## config.mk

```make
export PLATFORM = sky130hd
export DESIGN_NAME = squelch_top
export DESIGN_NICKNAME = d
export VERILOG_FILES = /design/src/hw/iq_pkg.sv /design/src/hw/apb_pkg.sv /design/src/hw/iq_delay_line.sv /design/src/hw/iq_magnitude.sv /design/src/hw/boxcar_avg.sv /design/src/hw/squelch_gate.sv /design/src/hw/squelch_chan.sv /design/src/hw/squelch_regs.sv /design/src/hw/squelch_top.sv
export VERILOG_INCLUDE_DIRS = /design/src /design/src/hw
export SDC_FILE = /design/constraint.sdc
export NUM_CORES = 2
export LEC_CHECK = 0
export ABC_AREA = 1
export ABC_CLOCK_PERIOD_IN_PS = 4900
export BUFFER_PORTS_ARGS = -buffer_cell sky130_fd_sc_hd__buf_2
export CORE_ASPECT_RATIO = 0.8
export CORE_UTILIZATION = 40
export DETAILED_ROUTE_END_ITERATION = 12
export PLACE_DENSITY_LB_ADDON = 0.2
export SYNTH_ARGS = -nofsm -noshare
export SYNTH_HDL_FRONTEND = slang
export SYNTH_HIERARCHICAL = 1
export SYNTH_SLANG_ARGS = --single-unit
```

## constraint.sdc

```tcl
create_clock -name clk -period 4.9 [get_ports clk]
set_input_delay 1.47 -clock clk [delete_from_list [all_inputs] [get_ports clk]]
set_output_delay 1.47 -clock clk [all_outputs]
set_load 0.1 [all_outputs]
```

## src/hw/squelch_consts.svh

```systemverilog
// squelch constants
`ifndef SQUELCH_CONSTS_SVH
`define SQUELCH_CONSTS_SVH

////////////////////////////////////////////////////////////
// datapath widths and depths
////////////////////////////////////////////////////////////

`define SQ_SAMP_W   12
`define SQ_MAG_W    16
`define SQ_NUM_CH   4
`define SQ_DELAY    24
`define SQ_AVG_LOG2 4
`define SQ_PAD_W    8

////////////////////////////////////////////////////////////
// register map and reset values
////////////////////////////////////////////////////////////

`define SQ_ADDR_THRESH 8'h00
`define SQ_ADDR_PAD    8'h04
`define SQ_ADDR_ENABLE 8'h08
`define SQ_ADDR_STATUS 8'h0C

`define SQ_RST_THRESH  16'h0010
`define SQ_RST_PAD     8'd7
`define SQ_RST_ENABLE  4'hF

`endif

```

## src/hw/iq_pkg.sv

```systemverilog
// sample stream types
`include "squelch_consts.svh"

package iq_pkg;

  ////////////////////////////////////////////////////////////
  // complex baseband sample
  ////////////////////////////////////////////////////////////

  // two's complement, as delivered by the converter
  typedef struct packed {
    logic signed [`SQ_SAMP_W-1:0] i;
    logic signed [`SQ_SAMP_W-1:0] q;
  } iq_t;

  // sample plus its qualifier, no back-pressure
  typedef struct packed {
    logic valid;
    iq_t  iq;
  } iq_beat_t;

  ////////////////////////////////////////////////////////////
  // magnitude domain
  ////////////////////////////////////////////////////////////

  // unsigned, wide enough for 1.5x a full-scale component
  typedef logic [`SQ_MAG_W-1:0] mag_t;

endpackage

```

## src/hw/apb_pkg.sv

```systemverilog
// bus and configuration types
`include "squelch_consts.svh"

package apb_pkg;

  // requester side of the bus
  typedef struct packed {
    logic        psel;
    logic        penable;
    logic        pwrite;
    logic [7:0]  paddr;
    logic [31:0] pwdata;
  } apb_req_t;

  // completer side
  typedef struct packed {
    logic        pready;
    logic [31:0] prdata;
    logic        pslverr;
  } apb_rsp_t;

  // configuration fanned out to every channel
  typedef struct packed {
    iq_pkg::mag_t            threshold;
    logic [`SQ_PAD_W-1:0]    pad_len;
    logic [`SQ_NUM_CH-1:0]   enable;
  } sq_cfg_t;

endpackage

```

## src/hw/iq_delay_line.sv

```systemverilog
// generic payload delay line
module iq_delay_line #(
  parameter type         T     = logic,
  parameter int unsigned DEPTH = 4
) (
  input  logic clk,
  input  logic rst_n,
  input  T     din,
  output T     dout
);

  ////////////////////////////////////////////////////////////
  // shift register
  ////////////////////////////////////////////////////////////

  T stages [DEPTH];

  always_ff @(posedge clk or negedge rst_n) begin
    if (!rst_n) begin
      for (int s = 0; s < DEPTH; s++) begin
        stages[s] <= '0;
      end
    end else begin
      stages[0] <= din;
      for (int s = 1; s < DEPTH; s++) begin
        stages[s] <= stages[s-1];
      end
    end
  end

  // oldest entry
  assign dout = stages[DEPTH-1];

  ////////////////////////////////////////////////////////////
  // checks
  ////////////////////////////////////////////////////////////

  // magnitude, average and gate take four cycles in total,
  // the samples must not overtake their own decision
  a_depth_covers_pipeline : assert property (
    @(posedge clk) disable iff (!rst_n)
    DEPTH >= 4
  ) else $error("iq_delay_line: DEPTH %0d shorter than decision pipeline", DEPTH);

endmodule

```

## src/hw/iq_magnitude.sv

```systemverilog
// complex magnitude estimate
`include "squelch_consts.svh"

module iq_magnitude (
  input  logic             clk,
  input  logic             rst_n,
  input  iq_pkg::iq_beat_t sample,
  output iq_pkg::mag_t     mag,
  output logic             mag_valid
);

  import iq_pkg::*;

  localparam int unsigned EXT_W = `SQ_MAG_W - `SQ_SAMP_W;

  logic signed [`SQ_MAG_W-1:0] i_ext;
  logic signed [`SQ_MAG_W-1:0] q_ext;
  mag_t                        abs_i;
  mag_t                        abs_q;
  logic                        abs_valid;

  // sign extension before negation so -2048 stays representable
  assign i_ext = {{EXT_W{sample.iq.i[`SQ_SAMP_W-1]}}, sample.iq.i};
  assign q_ext = {{EXT_W{sample.iq.q[`SQ_SAMP_W-1]}}, sample.iq.q};

  ////////////////////////////////////////////////////////////
  // stage one, absolute values
  ////////////////////////////////////////////////////////////

  always_ff @(posedge clk) begin
    abs_i <= i_ext[`SQ_MAG_W-1] ? mag_t'(-i_ext) : mag_t'(i_ext);
    abs_q <= q_ext[`SQ_MAG_W-1] ? mag_t'(-q_ext) : mag_t'(q_ext);
  end

  ////////////////////////////////////////////////////////////
  // stage two, max plus half of min
  ////////////////////////////////////////////////////////////

  always_ff @(posedge clk) begin
    if (abs_i >= abs_q) begin
      mag <= abs_i + (abs_q >> 1);
    end else begin
      mag <= abs_q + (abs_i >> 1);
    end
  end

  // qualifier follows the data through both stages
  always_ff @(posedge clk or negedge rst_n) begin
    if (!rst_n) begin
      abs_valid <= 1'b0;
      mag_valid <= 1'b0;
    end else begin
      abs_valid <= sample.valid;
      mag_valid <= abs_valid;
    end
  end

  // absolute value of a raw input component
  function automatic int comp_abs(logic signed [`SQ_SAMP_W-1:0] x);
    return (x < 0) ? -int'(x) : int'(x);
  endfunction

  // estimate bounded by |i| + |q| of the input sample two cycles back
  a_mag_bounded : assert property (
    @(posedge clk) disable iff (!rst_n)
    mag_valid |-> (int'(mag) <= comp_abs($past(sample.iq.i, 2))
                                + comp_abs($past(sample.iq.q, 2)))
  ) else $error("iq_magnitude: estimate %h above |i|+|q|", mag);

endmodule

```

## src/hw/boxcar_avg.sv

```systemverilog
// boxcar magnitude averager
`include "squelch_consts.svh"

module boxcar_avg (
  input  logic         clk,
  input  logic         rst_n,
  input  iq_pkg::mag_t mag,
  input  logic         mag_valid,
  output iq_pkg::mag_t avg
);

  import iq_pkg::*;

  localparam int unsigned LEN   = 1 << `SQ_AVG_LOG2;
  localparam int unsigned SUM_W = `SQ_MAG_W + `SQ_AVG_LOG2;

  mag_t             hist [LEN];
  logic [SUM_W-1:0] sum_q;
  logic [SUM_W-1:0] sum_next;

  // add newest, drop oldest; holds on invalid cycles
  always_comb begin
    sum_next = sum_q;
    if (mag_valid) begin
      sum_next = sum_q + SUM_W'(mag) - SUM_W'(hist[LEN-1]);
    end
  end

  ////////////////////////////////////////////////////////////
  // history, sum and average
  ////////////////////////////////////////////////////////////

  // history is cleared with the sum so the two stay consistent
  always_ff @(posedge clk or negedge rst_n) begin
    if (!rst_n) begin
      for (int k = 0; k < LEN; k++) begin
        hist[k] <= '0;
      end
      sum_q <= '0;
      avg   <= '0;
    end else if (mag_valid) begin
      hist[0] <= mag;
      for (int k = 1; k < LEN; k++) begin
        hist[k] <= hist[k-1];
      end
      sum_q <= sum_next;
      // average lands one cycle after the magnitude
      avg   <= sum_next[SUM_W-1:`SQ_AVG_LOG2];
    end
  end

endmodule

```

## src/hw/squelch_gate.sv

```systemverilog
// squelch gate decision
`include "squelch_consts.svh"

module squelch_gate (
  input  logic                 clk,
  input  logic                 rst_n,
  input  iq_pkg::mag_t         avg,
  input  logic                 mag_valid,
  input  iq_pkg::mag_t         threshold,
  input  logic [`SQ_PAD_W-1:0] pad_len,
  output logic                 gate_open
);

  logic                 above;
  logic [`SQ_PAD_W-1:0] pad_cnt;

  // strictly greater, a threshold of zero passes any nonzero signal
  assign above = (avg > threshold);

  ////////////////////////////////////////////////////////////
  // pad counter
  ////////////////////////////////////////////////////////////

  // starts saturated so the gate comes out of reset closed
  always_ff @(posedge clk or negedge rst_n) begin
    if (!rst_n) begin
      pad_cnt <= `SQ_RST_PAD;
    end else if (above) begin
      pad_cnt <= '0;
    end else if (pad_cnt > pad_len) begin
      // pad length was lowered under us
      pad_cnt <= pad_len;
    end else if (mag_valid && (pad_cnt < pad_len)) begin
      pad_cnt <= pad_cnt + 1'b1;
    end
  end

  ////////////////////////////////////////////////////////////
  // gate
  ////////////////////////////////////////////////////////////

  always_ff @(posedge clk or negedge rst_n) begin
    if (!rst_n) begin
      gate_open <= 1'b0;
    end else begin
      gate_open <= above || (pad_cnt < pad_len);
    end
  end

  // the counter may only sit above pad_len right after pad_len drops
  a_pad_in_range : assert property (
    @(posedge clk) disable iff (!rst_n)
    (pad_cnt > pad_len) |-> (pad_len < $past(pad_len))
  ) else $error("squelch_gate: pad_cnt %h above pad_len %h", pad_cnt, pad_len);

endmodule

```

## src/hw/squelch_chan.sv

```systemverilog
// single squelch channel
`include "squelch_consts.svh"

module squelch_chan (
  input  logic             clk,
  input  logic             rst_n,
  input  iq_pkg::iq_beat_t sample_in,
  input  apb_pkg::sq_cfg_t cfg,
  input  logic             ch_enable,
  output iq_pkg::iq_beat_t sample_out,
  output logic             gate_open
);

  import iq_pkg::*;

  mag_t     mag;
  mag_t     avg;
  logic     mag_valid;
  logic     avg_valid;
  iq_beat_t dly_beat;
  logic     out_valid;
  iq_t      out_iq;

  ////////////////////////////////////////////////////////////
  // decision path
  ////////////////////////////////////////////////////////////

  iq_magnitude mag_i (
    .clk       (clk),
    .rst_n     (rst_n),
    .sample    (sample_in),
    .mag       (mag),
    .mag_valid (mag_valid)
  );

  boxcar_avg avg_i (
    .clk       (clk),
    .rst_n     (rst_n),
    .mag       (mag),
    .mag_valid (mag_valid),
    .avg       (avg)
  );

  // qualifier lined up with the registered average
  always_ff @(posedge clk or negedge rst_n) begin
    if (!rst_n) begin
      avg_valid <= 1'b0;
    end else begin
      avg_valid <= mag_valid;
    end
  end

  squelch_gate gate_i (
    .clk       (clk),
    .rst_n     (rst_n),
    .avg       (avg),
    .mag_valid (avg_valid),
    .threshold (cfg.threshold),
    .pad_len   (cfg.pad_len),
    .gate_open (gate_open)
  );

  ////////////////////////////////////////////////////////////
  // sample path
  ////////////////////////////////////////////////////////////

  // one stage short, the output register makes up the rest
  iq_delay_line #(
    .T     (iq_beat_t),
    .DEPTH (`SQ_DELAY - 1)
  ) dly_i (
    .clk   (clk),
    .rst_n (rst_n),
    .din   (sample_in),
    .dout  (dly_beat)
  );

  always_ff @(posedge clk or negedge rst_n) begin
    if (!rst_n) begin
      out_valid <= 1'b0;
    end else begin
      out_valid <= dly_beat.valid & gate_open & ch_enable;
    end
  end

  // data is never touched, only the valid is suppressed
  always_ff @(posedge clk) begin
    out_iq <= dly_beat.iq;
  end

  assign sample_out = '{valid: out_valid, iq: out_iq};

endmodule

```

## src/hw/squelch_regs.sv

```systemverilog
// squelch register file
`include "squelch_consts.svh"

module squelch_regs (
  input  logic                  clk,
  input  logic                  rst_n,
  input  apb_pkg::apb_req_t     apb_req,
  output apb_pkg::apb_rsp_t     apb_rsp,
  output apb_pkg::sq_cfg_t      cfg,
  input  logic [`SQ_NUM_CH-1:0] gate_status
);

  import apb_pkg::*;

  sq_cfg_t     cfg_q;
  logic        access;
  logic        addr_hit;
  logic        ro_write;
  logic [31:0] rd_data;

  ////////////////////////////////////////////////////////////
  // decode
  ////////////////////////////////////////////////////////////

  // zero wait states, everything happens in the access phase
  assign access = apb_req.psel & apb_req.penable;

  always_comb begin
    rd_data  = '0;
    addr_hit = 1'b1;
    case (apb_req.paddr)
      `SQ_ADDR_THRESH: rd_data = 32'(cfg_q.threshold);
      `SQ_ADDR_PAD:    rd_data = 32'(cfg_q.pad_len);
      `SQ_ADDR_ENABLE: rd_data = 32'(cfg_q.enable);
      `SQ_ADDR_STATUS: rd_data = 32'(gate_status);
      default:         addr_hit = 1'b0;
    endcase
  end

  // status is read only
  assign ro_write = apb_req.pwrite && (apb_req.paddr == `SQ_ADDR_STATUS);

  ////////////////////////////////////////////////////////////
  // writable registers
  ////////////////////////////////////////////////////////////

  always_ff @(posedge clk or negedge rst_n) begin
    if (!rst_n) begin
      cfg_q.threshold <= `SQ_RST_THRESH;
      cfg_q.pad_len   <= `SQ_RST_PAD;
      cfg_q.enable    <= `SQ_RST_ENABLE;
    end else if (access && apb_req.pwrite) begin
      case (apb_req.paddr)
        `SQ_ADDR_THRESH: cfg_q.threshold <= apb_req.pwdata[`SQ_MAG_W-1:0];
        `SQ_ADDR_PAD:    cfg_q.pad_len   <= apb_req.pwdata[`SQ_PAD_W-1:0];
        `SQ_ADDR_ENABLE: cfg_q.enable    <= apb_req.pwdata[`SQ_NUM_CH-1:0];
        default: ;
      endcase
    end
  end

  assign cfg = cfg_q;

  ////////////////////////////////////////////////////////////
  // response
  ////////////////////////////////////////////////////////////

  assign apb_rsp.pready  = 1'b1;
  assign apb_rsp.prdata  = (access && !apb_req.pwrite) ? rd_data : '0;
  assign apb_rsp.pslverr = access & (~addr_hit | ro_write);

  // requester must hold psel through the access phase
  a_penable_needs_psel : assert property (
    @(posedge clk) disable iff (!rst_n)
    apb_req.penable |-> apb_req.psel
  ) else $error("squelch_regs: penable high without psel, paddr %h", apb_req.paddr);

endmodule

```

## src/hw/squelch_top.sv

```systemverilog
// four channel squelch
`include "squelch_consts.svh"

module squelch_top (
  input  logic              clk,
  input  logic              rst_n,
  input  apb_pkg::apb_req_t apb_req,
  output apb_pkg::apb_rsp_t apb_rsp,
  input  iq_pkg::iq_beat_t  samples_in  [`SQ_NUM_CH],
  output iq_pkg::iq_beat_t  samples_out [`SQ_NUM_CH]
);

  import apb_pkg::*;

  sq_cfg_t               cfg;
  logic [`SQ_NUM_CH-1:0] gate_status;

  ////////////////////////////////////////////////////////////
  // configuration
  ////////////////////////////////////////////////////////////

  squelch_regs regs_i (
    .clk         (clk),
    .rst_n       (rst_n),
    .apb_req     (apb_req),
    .apb_rsp     (apb_rsp),
    .cfg         (cfg),
    .gate_status (gate_status)
  );

  ////////////////////////////////////////////////////////////
  // channels
  ////////////////////////////////////////////////////////////

  // shared threshold and pad, per-channel enable
  for (genvar ch = 0; ch < `SQ_NUM_CH; ch++) begin : g_chan
    squelch_chan chan_i (
      .clk        (clk),
      .rst_n      (rst_n),
      .sample_in  (samples_in[ch]),
      .cfg        (cfg),
      .ch_enable  (cfg.enable[ch]),
      .sample_out (samples_out[ch]),
      .gate_open  (gate_status[ch])
    );
  end

endmodule

```

* Word-level counts from Yosys, hierarchy flattened
Cells that the tools add are included.
** Storage, ports and cells
- Bits in writable memories :: 0
- Logic and storage cells :: 498
- Bits in read-only memories :: 0
- Output and inout port bits :: 134
- Bits of input ports :: 145
- Latch bits :: 0
- Register bits after elaboration :: 3824
- Memories kept :: 0
** Cells by class
- Add/subtract/negate cells :: 28
- Multipliers :: 0
- Bitwise logic cells :: 12
- Divide/modulo/power cells :: 0
- Equal/unequal tests :: 3
- Muxes and demuxes :: 27
- Shift operators :: 0
- Magnitude comparators :: 16
- Reduce and logical (&&, ||, !) cells :: 21
** Operator list (number)
- adder 16 x 15 -> 16 bit :: 8
- negation 12 -> 16 bit :: 8
- 2-to-1 mux 8 bit :: 12
- 2-to-1 mux 11 bit :: 8
- adder 20 x 16 -> 20 bit :: 4
- 2-to-1 mux 16 bit :: 5
- subtractor 20 x 16 -> 20 bit :: 4
- greater-or-equal comparator 16 bit :: 4
- > comparator 16 bit :: 4
- case mux 16 bit (4 select lines) :: 1
- adder 8 x 1 -> 8 bit, second input constant :: 4
- > comparator 8 bit :: 4
- < comparator 8 bit :: 4
- == test 8 x 4 -> 1 bit, second input constant :: 2
- nonzero test 3 bit :: 4
- AND 1 bit :: 10
- == test 8 x 3 -> 1 bit, second input constant :: 1
- zero test 8 bit :: 1
- logical AND 1 bit :: 7
- AND reduction 2 bit :: 3
- logical OR 1 bit :: 4
- OR reduction 4 bit :: 1
- zero test 1 bit :: 1
- 2-to-1 mux 1 bit :: 1
- other kinds (2) :: 2

* Depth between registers and ports, before layout
- Word-level depth :: 6
- Gate-level depth with buffers :: 15

* Hierarchy
Netlist, hierarchy kept.
** By module, submodules not included
- iq_delay_line :: sequential area each 14388.8 µm², area each 14576.5 µm², times used 4, cells an instance 600
- boxcar_avg at g_chan[2].chan_i.avg_i ... :: sequential area each 6906.6 µm², area each 12095.4 µm², times used 2, cells an instance 1457
- iq_magnitude :: sequential area each 1011.0 µm², area each 3890.0 µm², times used 4, cells an instance 603
- boxcar_avg at g_chan[0].chan_i.avg_i :: sequential area each 6906.6 µm², area each 12102.9 µm², times used 1, cells an instance 1455
- boxcar_avg at g_chan[1].chan_i.avg_i :: sequential area each 6906.6 µm², area each 12086.6 µm², times used 1, cells an instance 1455
- squelch_gate at g_chan[0].chan_i.gate_i ... :: sequential area each 229.0 µm², area each 1291.2 µm², times used 2, cells an instance 195
- squelch_chan :: sequential area each 530.5 µm², area each 551.8 µm², times used 4, cells an instance 30
- squelch_regs :: sequential area each 710.7 µm², area each 1775.5 µm², times used 1, cells an instance 229
- squelch_gate at g_chan[3].chan_i.gate_i :: sequential area each 229.0 µm², area each 1335.0 µm², times used 1, cells an instance 188
- squelch_gate at g_chan[2].chan_i.gate_i :: sequential area each 229.0 µm², area each 1333.8 µm², times used 1, cells an instance 187

* Least setup slack after synthesis
OpenSTA, ideal clock, no wires.
- Path kind :: input -> output
- From :: in apb_req[39] in the netlist's numbering
- To :: out apb_rsp[6] in the netlist's numbering
- Data arrival time :: 3.584 ns
- Slack :: -0.154 ns
- Data required time :: 3.430 ns
- Stages on the path :: 6
- Path through :: nor2_2 > nand2_4 > nor2_8 > buf_6 > nand2_1 > a21oi_1
** RTL lines
- start, declared :: RTL line squelch_top.sv:7 : input apb_pkg::apb_req_t apb_req,
- end, declared :: RTL line squelch_top.sv:8 : output apb_pkg::apb_rsp_t apb_rsp,

==> results.json <==
{
  "antenna_found_initial": 31,
  "irDropWorstVdd_v": 0.000304,
  "grt_max_degree": 250,
  "gp_congestion": 0.827,
  "rsz0062_at_grt": "no",
  "drc": 0,
  "yosysWarnings": 6,
  "die_height_um": 515,
  "fp.dieW_um": 643,
  "place_area_sq_um": 137000,
  "slowest_delay_ns": 0.44,
  "clock-sinks": 3772,
  "period_share_pct": 91.2,
  "cts_tree": "yes",
  "total_leakage_power_nw": 76.0,
  "crit_chain": "buf_2, nor2_2, nand2_4, nor2_8, nor2_1, nand2_1, nand2_2, nor2_1, buf_2",
  "postCtsHoldBufs": 0,
  "finalSetupTns_ns": 0,
  "synth_seq_area_share_pct": 70.7,
  "synth_area_leaders": "dfrtp_1 (66%), nand2_1 (13%), dfxtp_1 (4.4%)",
  "io_pins": 279,
  "clockBufferDepth": 4,
  "vias": 73800,
  "power.net_switching_mw": 25.6,
  "post-place-ws_ns": 0.420,
  "synth_top_area_share_pct": 65.9,
  "synth_area_leader_cell": "dfrtp_1",
  "num-nets-final": 12600,
  "grt_pass1_wl_mm": 402,
  "initial_core_util_pct": 40.4,
  "postCtsSetupBuffers": 0,
  "synthCells": 11800,
  "grt_use_total_pct": 14.8,
  "power_frac_clock_pct": 33.6,
  "critPathSlowestCell": "buf_2",
  "worstPathRequired_ns": 3.43,
  "seqPwrFrac_pct": 44.0,
  "design_area_sq_um": 149000,
  "area_growth_pct": 13.3,
  "startpoint_type": "primary input",
  "cts_htree_levels": 5,
  "insertion_delay_ns": 0.87,
  "arrival_ns": 3.00,
  "final-hold-violation-count": 0,
  "grt_pass1_vias": 75800,
  "swShare_pct": 30.8,
  "clkTransAtPathRegs_ns": 0.06,
  "async_flop_share_pct": 92.4,
  "fmax_ghz": 0.224,
  "synth_area_sq_um": 131000,
  "cp_max_fo": 19,
  "layout_commonest_cell": "nand2_1",
  "drive_gt1_share_pct": 9.56,
  "power_density_nw_per_um2": 558,
  "drt_iter0_drc": 5076,
  "post_synth.cell_area_avg_sq_um": 11.2,
  "clockRootBuffer": "clkbuf_16",
  "timing.hold.ws_ns": 0.310,
  "status": "complete, no violations",
  "wl_per_cell_um": 14.4,
  "ys_types": 47,
  "port_buffers": 245,
  "synth_flop_cell": "dfrtp_1",
  "drv_slew": 0,
  "row_count": 187,
  "drt-total-wl_mm": 240,
  "fin_ws_ns": 0.431,
  "firstDrtPassIters": 6,
  "hpwl_mm": 157,
  "mostFrequentLayoutCells": "nand2_1 (4574), dfrtp_1 (3460), inv_1 (996)",
  "synth_edf_count": 0,
  "die_area_sq_um": 331000,
  "slew_headroom_pct": 22.2,
  "maxCapViolCount": 0,
  "cts_buffers": 361,
  "antenna_left": 0,
  "finalClockSkew_ns": 0.0435,
  "min_path_type": "flip-flop to flip-flop",
  "period_needed_ns": 4.47,
  "core_sq_um": 326000,
  "synth.ff_latch_count": 3772,
  "via_per_inst": 4.42,
  "setup_viol": 0,
  "overflow": 0,
  "postCtsResizedCells": 0,
  "path_class": "primary input to primary output",
  "end_kind": "primary output",
  "p_comb_share_pct": 22.4,
  "worstMarginPinSlew_ns": 1.17,
  "intPower_mw": 57.6
}
[layout make-up]
| cell class | count | area (sq um) |
|---|---|---|
| Clock buffer | 534 | 10700 |
| Antenna cell | 4 | 10.0 |
| Fill cell | 29800 | 177000 |
| Clock inverter | 124 | 1450 |
| Multi-Input combinational cell | 6547 | 32200 |
| Sequential cell | 3772 | 93000 |
| Tap cell | 4347 | 5440 |
| Timing Repair Buffer | 338 | 2340 |
| Inverter | 1026 | 3880 |
[cell usage after synthesis (all sizes together), types with 30 or more instances]
library cell	instances
fa	72
clkbuf	123
a21oi	187
nand3	296
dfxtp	288
dfrtp	3464
ha	372
buf	325
nand4	30
inv	1026
nand3b	44
nand2	4654
o21ai	194
xor2	120
nor2	343
xnor2	56
nor3	48
[per-stage QoR]
stage               power (mW)  utilization [%]  std cells
floorplan                 50.9                -      11800
global placement          55.5             42.0      16000
detailed placement        55.9             42.0      16000
CTS                       84.5             45.8      16700
global route              88.9             45.8      16700
finish                    83.2             45.8      16700
[routing by layer]
metal	wire length, um	track usage [%]	vias to the layer above
met5	36	0	-
met4	6180	4.17	6
met3	9300	2.39	423
met2	110000	23.7	1053
met1	115000	21.0	36000
li1	-	-	36300
[state kept, by name, summed over array words and instances, names as in the netlist]
register,flops
g_chan.chan_i/out_valid,4
g_chan.chan_i/mag_i/abs_q,64
g_chan.chan_i/mag_i/mag_valid,4
g_chan.chan_i/avg_i/avg,64
g_chan.chan_i/mag_i/mag,64
regs_i/cfg,28
g_chan.chan_i/avg_i/hist,1024
g_chan.chan_i/mag_i/abs_valid,4
g_chan.chan_i/mag_i/abs_i,64
g_chan.chan_i/gate_i/gate_open,4
g_chan.chan_i/dly_i/dout,100
g_chan.chan_i/avg_valid,4
g_chan.chan_i/sample_out,96
g_chan.chan_i/avg_i/sum_q,16
g_chan.chan_i/gate_i/pad_cnt,32
g_chan.chan_i/dly_i/stages,2200
[worst paths after layout]
| path | endpoint | slack, ns | startpoint | cells past startpoint |
|---|---|---|---|---|
| worst max-delay path | apb_rsp[2] | 0.43 | apb_req[37] | 9 |
| worst min-delay path | g_chan[3].chan_i/dly_i/stages[405]$_DFF_PN0_ | 0.31 | g_chan[3].chan_i/dly_i/stages[430]$_DFF_PN0_ | 0 |
| worst max register to register | g_chan[0].chan_i/avg_i/avg[13]$_DFFE_PN0P_ | 2.24 | g_chan[0].chan_i/avg_i/avg[2]$_DFFE_PN0P_ | 12 |
| worst min register to register | g_chan[3].chan_i/dly_i/stages[405]$_DFF_PN0_ | 0.31 | g_chan[3].chan_i/dly_i/stages[430]$_DFF_PN0_ | 0 |
| max in group asynchronous | g_chan[1].chan_i/mag_i/mag_valid$_DFF_PN0_ | 2.81 | rst_n | 3 |
| min in group asynchronous | g_chan[2].chan_i/dly_i/dout[16]$_DFF_PN0_ | 0.54 | rst_n | 1 |
[critical path, delay by kind of cell]
kind / cells / cell delay, ns
buf+inv: 2 / 0.54
simple gates: 7 / 0.96
[cells by family (layout without fill, tap and decap cells)]
family,after synthesis,count (layout),synth area share [%]
other,6,53,0.0171
xor gates and xnor gates,176,176,1.17
DFF,3772,3772,70.7
adders and majority gates,444,444,4.64
and+or+nand+nor,5455,5455,16.8
AOI/OAI and AO/OA,423,423,1.75
buffers and inverters,1474,2022,4.94
[power by group through the flow]
stage | Sequential (mW) | Combinational (mW) | Clock [mW]
6_report | 36.6 | 18.6 | 28.0
5_1_grt | 37.0 | 21.6 | 30.3
4_1_cts | 36.7 | 18.8 | 29.0
3_5_place_dp | 37.2 | 18.7 | 0
3_3_place_gp | 37.1 | 18.4 | 0
2_1_floorplan | 36.7 | 14.3 | 0
No activity file was read; power rests on OpenSTA's default activity.
